===== src/hw/rv64_settings.svh =====
`ifndef RV64_SETTINGS_SVH
`define RV64_SETTINGS_SVH

// Core widths
`define RV_XLEN 64
`define RV_ILEN 32
`define RV_NREGS 32

// First fetch address
`define RV_RESET_PC 64'h0

// One select bit per data byte
`define RV_WB_SEL_W 8

`endif


===== src/hw/rv64_pkg.sv =====
`default_nettype none

`include "rv64_settings.svh"

package rv64_pkg;

    typedef logic [`RV_XLEN-1:0] xlen_t;
    typedef logic [$clog2(`RV_NREGS)-1:0] reg_idx_t;
    typedef logic [`RV_WB_SEL_W-1:0] wb_sel_t;

    // Major opcodes handled by the core, anything else retires as a no-op
    typedef enum logic [6:0] {
        OPC_LUI       = 7'b0110111,
        OPC_AUIPC     = 7'b0010111,
        OPC_JAL       = 7'b1101111,
        OPC_JALR      = 7'b1100111,
        OPC_BRANCH    = 7'b1100011,
        OPC_LOAD      = 7'b0000011,
        OPC_STORE     = 7'b0100011,
        OPC_OP_IMM    = 7'b0010011,
        OPC_OP        = 7'b0110011,
        OPC_OP_IMM_32 = 7'b0011011,
        OPC_OP_32     = 7'b0111011
    } opcode_e;

    typedef enum logic [3:0] {
        ALU_ADD,
        ALU_SUB,
        ALU_SLT,
        ALU_SLTU,
        ALU_XOR,
        ALU_OR,
        ALU_AND,
        ALU_SLL,
        ALU_SRL,
        ALU_SRA
    } alu_op_e;

    // Same encoding as funct3[1:0] of loads and stores
    typedef enum logic [1:0] {
        MEM_BYTE   = 2'd0,
        MEM_HALF   = 2'd1,
        MEM_WORD   = 2'd2,
        MEM_DOUBLE = 2'd3
    } mem_size_e;

endpackage

`default_nettype wire


===== src/hw/rv64_retire_unit.sv =====
`timescale 1ns/1ps
`default_nettype none

`include "rv64_settings.svh"

module rv64_retire_unit (
    input wire clock,
    input wire reset_n,
    input wire instr_valid,
    input wire reg_write,
    input wire is_load,
    input wire is_store,
    input wire is_jal,
    input wire is_jalr,
    input wire is_upper,
    input wire add_pc,
    input wire load_unsigned,
    input wire rv64_pkg::reg_idx_t rd,
    input wire rv64_pkg::mem_size_e mem_size,
    input wire rv64_pkg::xlen_t alu_result,
    input wire taken,
    input wire rv64_pkg::xlen_t target,
    input wire rv64_pkg::xlen_t link,
    input wire rv64_pkg::xlen_t mem_addr,
    input wire rv64_pkg::xlen_t imm,
    input wire rv64_pkg::xlen_t store_val,
    output rv64_pkg::xlen_t pc,
    output logic instr_ready,
    output logic rf_we,
    output rv64_pkg::reg_idx_t rf_rd,
    output rv64_pkg::xlen_t rf_wdata,
    output logic wb_cyc,
    output logic wb_stb,
    output logic wb_we,
    output rv64_pkg::xlen_t wb_adr,
    output rv64_pkg::xlen_t wb_dat_o,
    output rv64_pkg::wb_sel_t wb_sel,
    input wire rv64_pkg::xlen_t wb_dat_i,
    input wire wb_ack
);
    import rv64_pkg::*;

    typedef enum logic {ST_IDLE, ST_MEM} state_e;

    state_e state;
    logic accept;
    logic mem_op;
    logic ld_sign;
    logic [2:0] align_mask;
    wb_sel_t sel_next;
    xlen_t wb_value;
    xlen_t lane_data;
    xlen_t load_val;
    reg_idx_t ld_rd;
    mem_size_e ld_size;
    logic ld_unsigned;
    logic [2:0] ld_lane;

    assign instr_ready = (state == ST_IDLE);
    assign accept = instr_valid && instr_ready;
    assign mem_op = is_load || is_store;

    always_comb begin
        if (is_jal || is_jalr) begin
            wb_value = link;
        end else if (is_upper) begin
            wb_value = add_pc ? pc + imm : imm;  // AUIPC or LUI
        end else begin
            wb_value = alu_result;
        end
    end

    always_comb begin
        case (mem_size)
            MEM_BYTE: sel_next = 8'h01 << mem_addr[2:0];
            MEM_HALF: sel_next = 8'h03 << mem_addr[2:0];
            MEM_WORD: sel_next = 8'h0f << mem_addr[2:0];
            default: sel_next = 8'hff;
        endcase
    end

    // Move the addressed lane down to bit 0, then extend
    assign lane_data = wb_dat_i >> {ld_lane, 3'b000};
    always_comb begin
        case (ld_size)
            MEM_BYTE: ld_sign = !ld_unsigned && lane_data[7];
            MEM_HALF: ld_sign = !ld_unsigned && lane_data[15];
            default: ld_sign = !ld_unsigned && lane_data[31];
        endcase
        case (ld_size)
            MEM_BYTE: load_val = {{(`RV_XLEN-8){ld_sign}}, lane_data[7:0]};
            MEM_HALF: load_val = {{(`RV_XLEN-16){ld_sign}}, lane_data[15:0]};
            MEM_WORD: load_val = {{(`RV_XLEN-32){ld_sign}}, lane_data[31:0]};
            default: load_val = lane_data;
        endcase
    end

    // Loads write back on the ack edge, everything else on the accepting edge
    assign rf_we = (state == ST_MEM) ? (wb_ack && !wb_we) : (accept && reg_write && !mem_op);
    assign rf_rd = (state == ST_MEM) ? ld_rd : rd;
    assign rf_wdata = (state == ST_MEM) ? load_val : wb_value;

    always_ff @(posedge clock or negedge reset_n) begin
        if (!reset_n) begin
            state <= ST_IDLE;
            pc <= `RV_RESET_PC;
            wb_cyc <= 1'b0;
            wb_stb <= 1'b0;
            wb_we <= 1'b0;
        end else if (state == ST_IDLE) begin
            if (accept && mem_op) begin
                state <= ST_MEM;
                wb_cyc <= 1'b1;
                wb_stb <= 1'b1;
                wb_we <= is_store;
            end else if (accept) begin
                pc <= taken ? target : link;  // Link is PC + 4
            end
        end else if (wb_ack) begin
            state <= ST_IDLE;
            pc <= link;  // PC is unchanged while waiting
            wb_cyc <= 1'b0;
            wb_stb <= 1'b0;
            wb_we <= 1'b0;
        end
    end

    // Bus address is doubleword aligned, the lane goes in wb_sel
    always_ff @(posedge clock) begin
        if (accept && mem_op) begin
            wb_adr <= {mem_addr[`RV_XLEN-1:3], 3'b000};
            wb_dat_o <= store_val << {mem_addr[2:0], 3'b000};
            wb_sel <= sel_next;
            ld_rd <= rd;
            ld_size <= mem_size;
            ld_unsigned <= load_unsigned;
            ld_lane <= mem_addr[2:0];
        end
    end

    assign align_mask = 3'((4'd1 << mem_size) - 4'd1);

    mem_aligned_a: assert property (@(posedge clock) disable iff (!reset_n)
        (accept && mem_op) |-> ((mem_addr[2:0] & align_mask) == 3'b000));

    wb_hold_a: assert property (@(posedge clock) disable iff (!reset_n)
        (wb_stb && !wb_ack) |=> (wb_cyc && wb_stb && $stable(wb_we) && $stable(wb_adr)
            && $stable(wb_dat_o) && $stable(wb_sel)));

endmodule

`default_nettype wire


===== config.mk =====
export PLATFORM = sky130hd
export DESIGN_NAME = rv64_retire_unit
export DESIGN_NICKNAME = d
export VERILOG_FILES = /design/src/hw/rv64_pkg.sv /design/src/hw/rv64_retire_unit.sv
export VERILOG_INCLUDE_DIRS = /design/src /design/src/hw
export SDC_FILE = /design/constraint.sdc
export NUM_CORES = 1
export LEC_CHECK = 0
export BUFFER_PORTS_ARGS = -buffer_cell sky130_fd_sc_hd__buf_4
export CORE_AREA = 2 2 286 288
export CTS_CLUSTER_SIZE = 24
export DETAILED_ROUTE_END_ITERATION = 10
export DIE_AREA = 0 0 288 290
export GPL_ROUTABILITY_DRIVEN = 1
export MAX_ROUTING_LAYER = met4
export PLACE_DENSITY = 0.4
export REMOVE_ABC_BUFFERS = 1
export SETUP_SLACK_MARGIN = 0.1
export SYNTH_ARGS = -nofsm -noshare
export SYNTH_HDL_FRONTEND = slang
export SYNTH_SLANG_ARGS = --single-unit

===== constraint.sdc =====
create_clock -name clock -period 16.7 [get_ports clock]
set_input_delay 4.175 -clock clock [delete_from_list [all_inputs] [get_ports clock]]
set_output_delay 4.175 -clock clock [all_outputs]
set_load 0.01 [all_outputs]

==> results.toml, run 1 <==
[synthesis]
synth_fa_ha_area_share_pct = 4.768
ys_ff_latch = 211
synthCells = 1967
ys_seq_area_share_pct = 34.34
synth_edf_count = 144
async_flop_share_pct = 31.75
synth.distinct_cells = 85
yosysTopAreaCell = "edfxtp_1"
synth_top_flop_cell = "edfxtp_1"
syn_avg_cell_area_um2 = 8.884
synthXorXnorAreaFrac_pct = 2.406
synth_simple_gate_area_share_pct = 14.66
synth_top_family_by_area = "compound AO/OA/AOI/OAI gates"
synthTopCellsByCount = "nand2_1, a21oi_1, o21ai_0"
yosys_warnings = 0
synth_most_common_cell = "nand2_1"
synth_area_leaders = "edfxtp_1, mux2i_1, dfrtp_1"
netlist.area_leader.share_pct = 24.74
synth_compound_area_share_pct = 22.70
synth.area.mux_share_pct = 16.71
netlist_area_um2 = 17480

[setup_path]
cp_top_family = "compound AO/OA/AOI/OAI gates"
cp_data_required_time_ns = 12.52
cp_num_buf_inv = 2
startpoint_type = "input pin"
path_cells = "buf_4 > ha_1 > fa_1 > a211oi_1 > nor2_1 > o31a_1 > a221oi_4 > o31ai_4 > a21oi_2 > o21bai_1 > a21oi_1 > o21ai_0 > nor4bb_1 > or3_1 > buf_4"
cpPeakStageDelay_ns = 0.53
worstPathMaxFanout = 5
cp.arrival_ns = 8.24
worstSetupEndpointType = "output pin"
criticalPathCategory = "input pin to output pin"
cp_common_cell = "buf_4"
crit_slowest_cell = "a21oi_1"

[timing]
hold-worst-slack_ns = 0.5182
drv_slew = 0
skew_ns = 0.005279
setup-violations-final = 0
relSlewSlack_pct = 27.06
final.setup.tns_ns = 0
hold_violations = 0
rsz0062_at_grt = "no"
finalCritPeriodShare_pct = 74.36
fmax_mhz = 80.52
worst_slew_pin_slew_ns = 1.092
period_needed_ns = 12.42

[global_routing]
grt_max_degree = 79
grt_pass1_vias = 19220
antenna_found_initial = 27
overflow = 0
grt_util_all_layers_pct = 24.38
grt_pass1_wl_mm = 144.0

[floorplan]
core-area_um2 = 80160
ios = 742
die_w_um = 288
start_util_pct = 21.80
rows = 104
die_h_um = 290
dieArea_um2 = 83520

[layout]
nFillCells = 8659
fin_nets = 3144
multi_input_area_um2 = 10760
final_layout_size_suffix_gt1_share_pct = 35.33
register_area_um2 = 6005
area_growth_pct = 43.02
final_cell_area_um2 = 24990

[route]
avgViaCountPerCell = 5.051
drc_errors = 0
drt_iter0_drc = 1255
ant_nets = 0
drtPass1Iterations = 6
routedWlPerCell_um = 27.81
via_count = 18780
wirelength_mm = 103.4

[clock_tree]
path_clk_slew_ns = 0.06
cts_resized = 0
post_cts_buffers = 0
clk_latency_ns = 0.58
cts_tree = "done"
cts.sinks = 211
clockBufferDepth = 3
cts_made_buffers = 28
root_buffer = "clkbuf_16"
htree_levels = 1
holdBufCountCts = 0

[placement]
dp_hpwl_mm = 83.52
dpl_cell_area_um2 = 23940
gp_congestion = 0.9261
numPortBuffers = 738

[power]
ir_drop_mv = 0.07243
p_leak_nw = 10.89
power_density_nw_per_um2 = 104.2

[min_path]
hold_class = "register to register"

[status]
status = "complete, no violations"

[job]
cap_viol_max_count = 0
[per-stage QoR]
step | cells | setup WS [ns] | power (mW) | utilization [%]
final | 3719 | 4.281 | 2.604 | 31.18
after global routing | 3718 | 4.098 | 2.750 | 31.18
after CTS | 3692 | 4.348 | 2.628 | 31.10
after detailed placement | 3640 | 4.364 | 1.953 | 29.87
after global placement | 3640 | 4.383 | 1.955 | 29.87
after floorplan | 1817 | 5.324 | 1.374 | -
[tightest hold or removal path: cells and delay by family, from the launching register on]
kind	cells	cell delay [ns]
AOI/OAI and AO/OA	1	0.06
and+or+nand+nor	1	0.05
DFF	1	0.37
[report_power, final]
part | leakage (nW) | internal, mW | switching (mW)
Clock | 0.469 | 0.402 | 0.258
Sequential | 2.18 | 0.639 | 0.0769
Combinational | 8.23 | 0.516 | 0.712
[routing by layer]
layer,up-vias,GRT usage (%),wire length [um]
met3,95,7.445,9500
met2,841,42.34,51920
met1,9168,27.20,39700
li1,8679,-,-
met4,0,5.611,2290
met5,-,-,0
[area by class of cell]
type / count / area share [%]
inverters: 34 / 0.5106
well taps: 1060 / 5.307
repair buffers: 763 / 22.92
clock inverters: 14 / 0.8160
clock buffers: 38 / 3.119
diodes: 27 / 0.2703
flip-flops and latches: 211 / 24.03
multi-input cells: 1572 / 43.03
[placed cells by master, fill, tap and decap left out, types with 8 or more instances in the layout]
cell type	Yosys	routed
xor2_1	19	19
buf_4	5	763
a221oi_1	9	9
mux2i_1	171	171
and2_1	28	28
dfrtp_1	67	66
nand2b_1	10	10
ha_1	65	65
nand3_1	30	30
and3_1	16	16
a211oi_1	61	61
o211ai_1	8	8
inv_1	32	32
o21ai_0	191	191
clkbuf_16	0	29
or3_1	8	8
nor2b_1	22	21
mux2_2	48	48
diode_2	0	27
nor3_1	36	36
o21bai_1	18	18
o21a_1	10	10
edfxtp_1	144	144
mux4_2	29	29
o22ai_1	29	29
a31oi_1	17	17
nor2_1	161	157
a21oi_1	195	194
a21o_1	38	38
nand2_1	197	197
xnor2_1	29	29
nand4_1	20	20
[kinds of logic after synthesis]
group           count (synthesis)
compound gates                647
simple gates                  559
mux                           249
flops                         211
buf+inv                       186
fa+ha+maj                      66
xor+xnor                       48
other cells                     1
[state kept, by name, indices dropped and copies added, names as in the netlist, 2 cells and up]
signal,flops
ld_lane,3
ld_size,2
wb_adr,61
wb_sel,8
pc,64
wb_dat_o,64
ld_rd,5
[path summary, 6_finish.rpt]
check	start	end	slack, ns	cells after the start
setup / recovery	imm[0]	rf_wdata[62]	4.28	15
min in group asynchronous	reset_n	pc[42]	3.52	1
hold / removal	pc[8]	pc[8]	0.52	2
setup reg to reg	state	wb_adr[4]	12.88	6
max in group asynchronous	reset_n	state	12.03	2
hold reg to reg	pc[8]	pc[8]	0.52	2
No activity file was read; power rests on OpenSTA's default activity.
==> inputs of run 2 (changes only) <==
ABC_AREA = 1   (was not set)
CORE_AREA = 2 2 285 287   (was 2 2 286 288)
DIE_AREA = 0 0 287 289   (was 0 0 288 290)
PLACE_DENSITY = 0.43   (was 0.4)
clock period = 11.7 ns   (was 16.7 ns; I/O delays follow)
==> run 2 against run 1 <==
  * Combinational power grew 63%
  * Clock power grew 36%
  * Clock-buffer cell count grew 2
  * Non-clock buffer count shrank 3
  * Synthesized area grew 12%
  * Die area shrank 0.69%
  * Total power grew 51%
  * Critical path depth shrank 7
  * Utilization grew 2.4 points
  * First-iteration DRC count grew 26%
  * Highest routed layer unchanged
==> results.toml, run 2 <==
[power]
ir_drop_mv = 0.1239
power_mw = 3.942
internal_power_mw = 2.145
pwr-share-seq_pct = 26.1
switching_share_pct = 45.58
net-switching-power_mw = 1.796
pwr-share-comb_pct = 51.1
p_clk_share_pct = 22.7
power_density_nw_per_um2 = 146.9
p_leak_nw = 13.78

[clock_tree]
cts_resized = 0
cts_made_buffers = 29
cts_tree = "done"
htree_levels = 1
clockBufferDepth = 3
root_buffer = "clkbuf_16"
holdBufCountCts = 0
path_clk_slew_ns = 0.05
cts.sinks = 211
clk_latency_ns = 0.62
post_cts_buffers = 0

[timing]
setup-violations-final = 0
worst_slew_pin_slew_ns = 1.100
drv_slew = 0
fmax_mhz = 115.6
finalCritPeriodShare_pct = 73.91
final.setup.tns_ns = 0
hold_violations = 0
skew_ns = 0.01823
period_needed_ns = 8.647
relSlewSlack_pct = 26.38
hold-worst-slack_ns = 0.5681
rsz0062_at_grt = "no"

[setup_path]
worstPathMaxFanout = 50
criticalPathCategory = "input pin to output pin"
startpoint_type = "input pin"
cp.arrival_ns = 5.72
worstSetupEndpointType = "output pin"
cp_data_required_time_ns = 8.78

[floorplan]
start_util_pct = 24.40
die_h_um = 289
dieArea_um2 = 82940
rows = 104
ios = 742
die_w_um = 287
core-area_um2 = 79900

[placement]
dp_hpwl_mm = 94.55
dp_cells = 4907
numPortBuffers = 738
gp_congestion = 0.9713

[layout]
nFillCells = 9187
final_layout_size_suffix_gt1_share_pct = 21.06
instances_no_fill = 4973
multi_input_area_um2 = 11310
register_area_um2 = 6005
layout_commonest_cell = "nand2_1"
fin_nets = 4412
reg_top3 = "pc x64, wb_dat_o x64, wb_adr x61"
area_growth_pct = 37.67
mostFrequentLayoutCells = "nand2_1, buf_4, nor2_1"

[global_routing]
overflow = 0
grt_max_degree = 83
grt_util_all_layers_pct = 27.54
grt_pass1_wl_mm = 162.3
grt_pass1_vias = 23420
antenna_found_initial = 14

[synthesis]
synth_most_common_cell = "nand2_1"
synth_fa_ha_area_share_pct = 4.275
synth_area_leaders = "nand2_1, edfxtp_1, dfrtp_1"
synth_top_flop_cell = "edfxtp_1"
synthCells = 3241
synth.area.mux_share_pct = 0.3594
synth_top_family_by_area = "simple AND/OR/NAND/NOR gates"
synthXorXnorAreaFrac_pct = 1.393
synth_edf_count = 144
synth_simple_gate_area_share_pct = 36.68
synthTopCellsByCount = "nand2_1, nor2_1, inv_1"
netlist.area_leader.share_pct = 22.55
synth.distinct_cells = 45
syn_avg_cell_area_um2 = 6.015
ys_seq_area_share_pct = 30.78
yosys_warnings = 0
yosysTopAreaCell = "nand2_1"
netlist_area_um2 = 19490
async_flop_share_pct = 31.75
ys_ff_latch = 211
synth_compound_area_share_pct = 15.12

[job]
cap_viol_max_count = 0

[route]
drt_iter0_drc = 1579
wirelength_mm = 115.8
avgViaCountPerCell = 4.763
routedWlPerCell_um = 23.29
via_count = 23680
drc_errors = 0
ant_nets = 0
drtPass1Iterations = 5

[status]
status = "complete, no violations"

[min_path]
hold_class = "register to register"
[run 2: cell types whose count changed in the layout (fill, tap and decap cells not counted), moves of 40 or more]
cell	change
a31oi_1	+54
a211oi_1	-59
nand2_1	+972
inv_1	+369
mux2i_1	-164
o21ai_0	+40
mux2_2	-48
nand3_1	+146
nor2_1	+283
a21oi_1	-40
[run 2: logic make-up (layout without fill, tap and decap cells)]
kind of cell	after synthesis	in the layout
XOR/XNOR	31	31
other	1	17
multiplexers	7	7
adder cells (fa/ha/maj)	66	66
AO/OA/AOI/OAI	533	533
flip-flops	211	211
buffers and inverters	568	1224
AND/OR/NAND/NOR	1824	1824
[run 2: power by group through the flow]
stage | combinational, mW | clock, mW | sequential (mW)
floorplan | 1.05 | 0 | 1.06
global placement | 2.03 | 0 | 1.05
detailed placement | 2.02 | 0 | 1.05
CTS | 2.03 | 0.927 | 1.03
global route | 2.23 | 0.946 | 1.04
finish | 2.01 | 0.896 | 1.03
[run 2: path summary, 6_finish.rpt]
kind / start / end / slack (ns) / depth (start not counted)
max in group asynchronous: reset_n / state / 8.31 / 2
worst min register to register: wb_stb / wb_stb / 0.57 / 2
min in group asynchronous: reset_n / pc[11] / 2.24 / 1
worst max-delay path: is_upper / rf_wdata[14] / 3.05 / 8
worst max register to register: state / ld_lane[0] / 8.03 / 5
worst min-delay path: wb_stb / wb_stb / 0.57 / 2
[run 2: metal layers]
layer | up-vias | GRT usage, % | wire (um)
li1 | 11650 | - | -
met1 | 11170 | 31.94 | 46970
met2 | 745 | 47.75 | 57440
met3 | 113 | 6.732 | 8528
met4 | 0 | 6.484 | 2883
met5 | - | - | 0
[run 2: cell type report]
| class | count | share of cell area [%] |
|---|---|---|
| inverters | 412 | 5.772 |
| repair buffers | 760 | 21.26 |
| well taps | 1060 | 4.942 |
| diodes | 14 | 0.1305 |
| multi-input cells | 2464 | 42.15 |
| clock buffers | 40 | 2.933 |
| clock inverters | 12 | 0.4429 |
| flip-flops and latches | 211 | 22.37 |
[run 2: per-stage QoR]
step | setup WS (ns) | util [%] | instance area, um2
2_1_floorplan | 1.978 | - | 18830
3_3_place_gp | 3.140 | 32.41 | 25900
3_5_place_dp | 3.071 | 32.41 | 25900
4_1_cts | 3.070 | 33.55 | 26800
5_1_grt | 2.907 | 33.59 | 26840
6_report | 3.053 | 33.59 | 26840
[run 2: worst max-delay path, cell delays in order]
cell	delay, ns
buf_4	0.37
clkinv_2	0.70
buf_4	0.56
a21oi_1	0.22
o21ai_0	0.09
o21ai_0	0.23
o21ai_0	0.26
buf_4	0.23
==> inputs of run 3 (changes only) <==
clock period = 8.4 ns   (was 11.7 ns; I/O delays follow)
==> run 3 against run 2 <==
  * Via count shrank 0.77%
  * Setup slack lost 1.6 ns
  * Critical path depth grew 7
  * Combinational power grew 39%
  * Total power grew 42%
  * Global-route usage is essentially flat
  * Clock power grew 51%
  * Final area grew 0.47%
  * Clock skew grew 0.0043 ns
  * Largest cell class unchanged
==> results.toml, run 3 (synthesis results as in run 2) <==
[status]
status = "complete, no violations"

[placement]
gp_congestion = 0.9449
dp_cells = 4908
dp_hpwl_mm = 94.88
numPortBuffers = 738
dp_slack_ns = 1.488

[global_routing]
grt_pass1_vias = 23820
grt_util_all_layers_pct = 27.54
antenna_found_initial = 16
overflow = 0
grt_max_degree = 111
grt_pass1_wl_mm = 162.1

[floorplan]
ios = 742
dieArea_um2 = 82940
rows = 104
die_h_um = 289
core-area_um2 = 79900
die_w_um = 287
start_util_pct = 24.40

[clock_tree]
clk_latency_ns = 0.61
htree_levels = 1
holdBufCountCts = 0
root_buffer = "clkbuf_16"
post_cts_buffers = 0
clockBufferDepth = 3
cts.sinks = 211
cts_resized = 0
cts_made_buffers = 30
cts_tree = "done"
path_clk_slew_ns = 0.06

[route]
drtPass1Iterations = 5
drt_iter0_drc = 1588
via_count = 23500
avgViaCountPerCell = 4.718
ant_nets = 0
drc_errors = 0
routedWlPerCell_um = 23.16
wirelength_mm = 115.3

[power]
pwr-share-seq_pct = 25.9
p_clk_share_pct = 24.1
power_density_nw_per_um2 = 207.6
switching_share_pct = 44.92
pwr-share-comb_pct = 50.0
internal_power_mw = 3.083
p_leak_nw = 13.83
net-switching-power_mw = 2.515
ir_drop_mv = 0.1693

[timing]
setup-violations-final = 0
hold-worst-slack_ns = 0.5593
period_needed_ns = 6.954
fmax_mhz = 143.8
setup_ws_ns = 1.446
worst_slew_pin_slew_ns = 1.137
finalCritPeriodShare_pct = 82.79
hold_violations = 0
rsz0062_at_grt = "no"
drv_slew = 0
final.setup.tns_ns = 0
skew_ns = 0.02254
relSlewSlack_pct = 23.94

[setup_path]
cp_common_cell = "nand2_1"
cpPeakStageDelay_ns = 0.46
crit_slowest_cell = "fa_1"
cp_num_buf_inv = 2
cp_data_required_time_ns = 6.30
path_cells = "buf_4 > ha_1 > fa_1 > nand3_1 > nand3_1 > nand2_1 > nand2_1 > nand2_1 > nand2_1 > xor2_1 > nor2_1 > o21ai_0 > o21ai_0 > o21ai_0 > buf_4"
cp.arrival_ns = 4.85
startpoint_type = "input pin"
worstPathMaxFanout = 4
criticalPathCategory = "input pin to output pin"
cp_top_family = "simple AND/OR/NAND/NOR gates"
worstSetupEndpointType = "output pin"

[layout]
area_growth_pct = 38.31
mostFrequentLayoutCells = "nand2_1, buf_4, nor2_1"
layout_commonest_cell = "nand2_1"
final_layout_size_suffix_gt1_share_pct = 21.16
reg_top3 = "pc x64, wb_dat_o x64, wb_adr x61"
instances_no_fill = 4981
fin_nets = 4414

[job]
cap_viol_max_count = 0

[min_path]
hold_class = "register to register"
-- run 3: cell count changes in the layout (fill, tap and decap cells not counted), sizes merged --
cell	before	now
clkinv	16	21
bufinv	2	5
clkbuf	40	37
diode	14	17
buf	760	761
inv	406	405
-- run 3: path summary, 6_finish.rpt --
kind                         start  cells past startpoint      endpoint  slack (ns)
setup reg to reg             state                      5  wb_dat_o[26]        5.03
hold reg to reg             wb_stb                      2        wb_stb        0.56
min in group asynchronous  reset_n                      1         pc[8]        1.45
max in group asynchronous  reset_n                      2         state        5.83
hold / removal              wb_stb                      2        wb_stb        0.56
setup / recovery            imm[0]                     15  rf_wdata[14]        1.45
-- run 3: worst min-delay path, delay by kind of cell, from the launching register on --
| family | cells | cell delay, ns |
|---|---|---|
| flip-flops | 1 | 0.40 |
| AND/OR/NAND/NOR | 2 | 0.13 |
-- run 3: cell type report --
class / count / area (um2)
diodes: 17 / 42.54
inverters: 412 / 1549
flip-flops and latches: 211 / 6005
multi-input cells: 2464 / 11310
clock inverters: 19 / 226.5
fillers: 9185 / 52930
repair buffers: 761 / 5725
clock buffers: 37 / 777.0
well taps: 1060 / 1326
-- run 3: power by group through the flow --
stage | registers (mW) | logic (mW) | clock network [mW]
2_1_floorplan | 1.48 | 1.46 | 0
3_3_place_gp | 1.47 | 2.81 | 0
3_5_place_dp | 1.47 | 2.80 | 0
4_1_cts | 1.45 | 2.81 | 1.38
5_1_grt | 1.47 | 3.10 | 1.41
6_report | 1.45 | 2.80 | 1.35
-- run 3: metrics by stage --
stage / cell area (um2) / power, mW / util [%]
2_1_floorplan: 18830 / 2.940 / -
3_3_place_gp: 25920 / 4.278 / 32.44
3_5_place_dp: 25920 / 4.273 / 32.44
4_1_cts: 26920 / 5.647 / 33.69
5_1_grt: 26960 / 5.980 / 33.74
6_report: 26960 / 5.598 / 33.75
-- run 3: per-layer routing --
| layer | vias up | wire [um] | part of all wire, % | track usage, % |
|---|---|---|---|---|
| li1 | 11660 | - | - | - |
| met1 | 11020 | 47190 | 41 | 31.91 |
| met2 | 725 | 57570 | 50 | 48.14 |
| met3 | 96 | 8204 | 7.1 | 6.339 |
| met4 | 0 | 2386 | 2.1 | 6.328 |
| met5 | - | 0 | 0 | - |
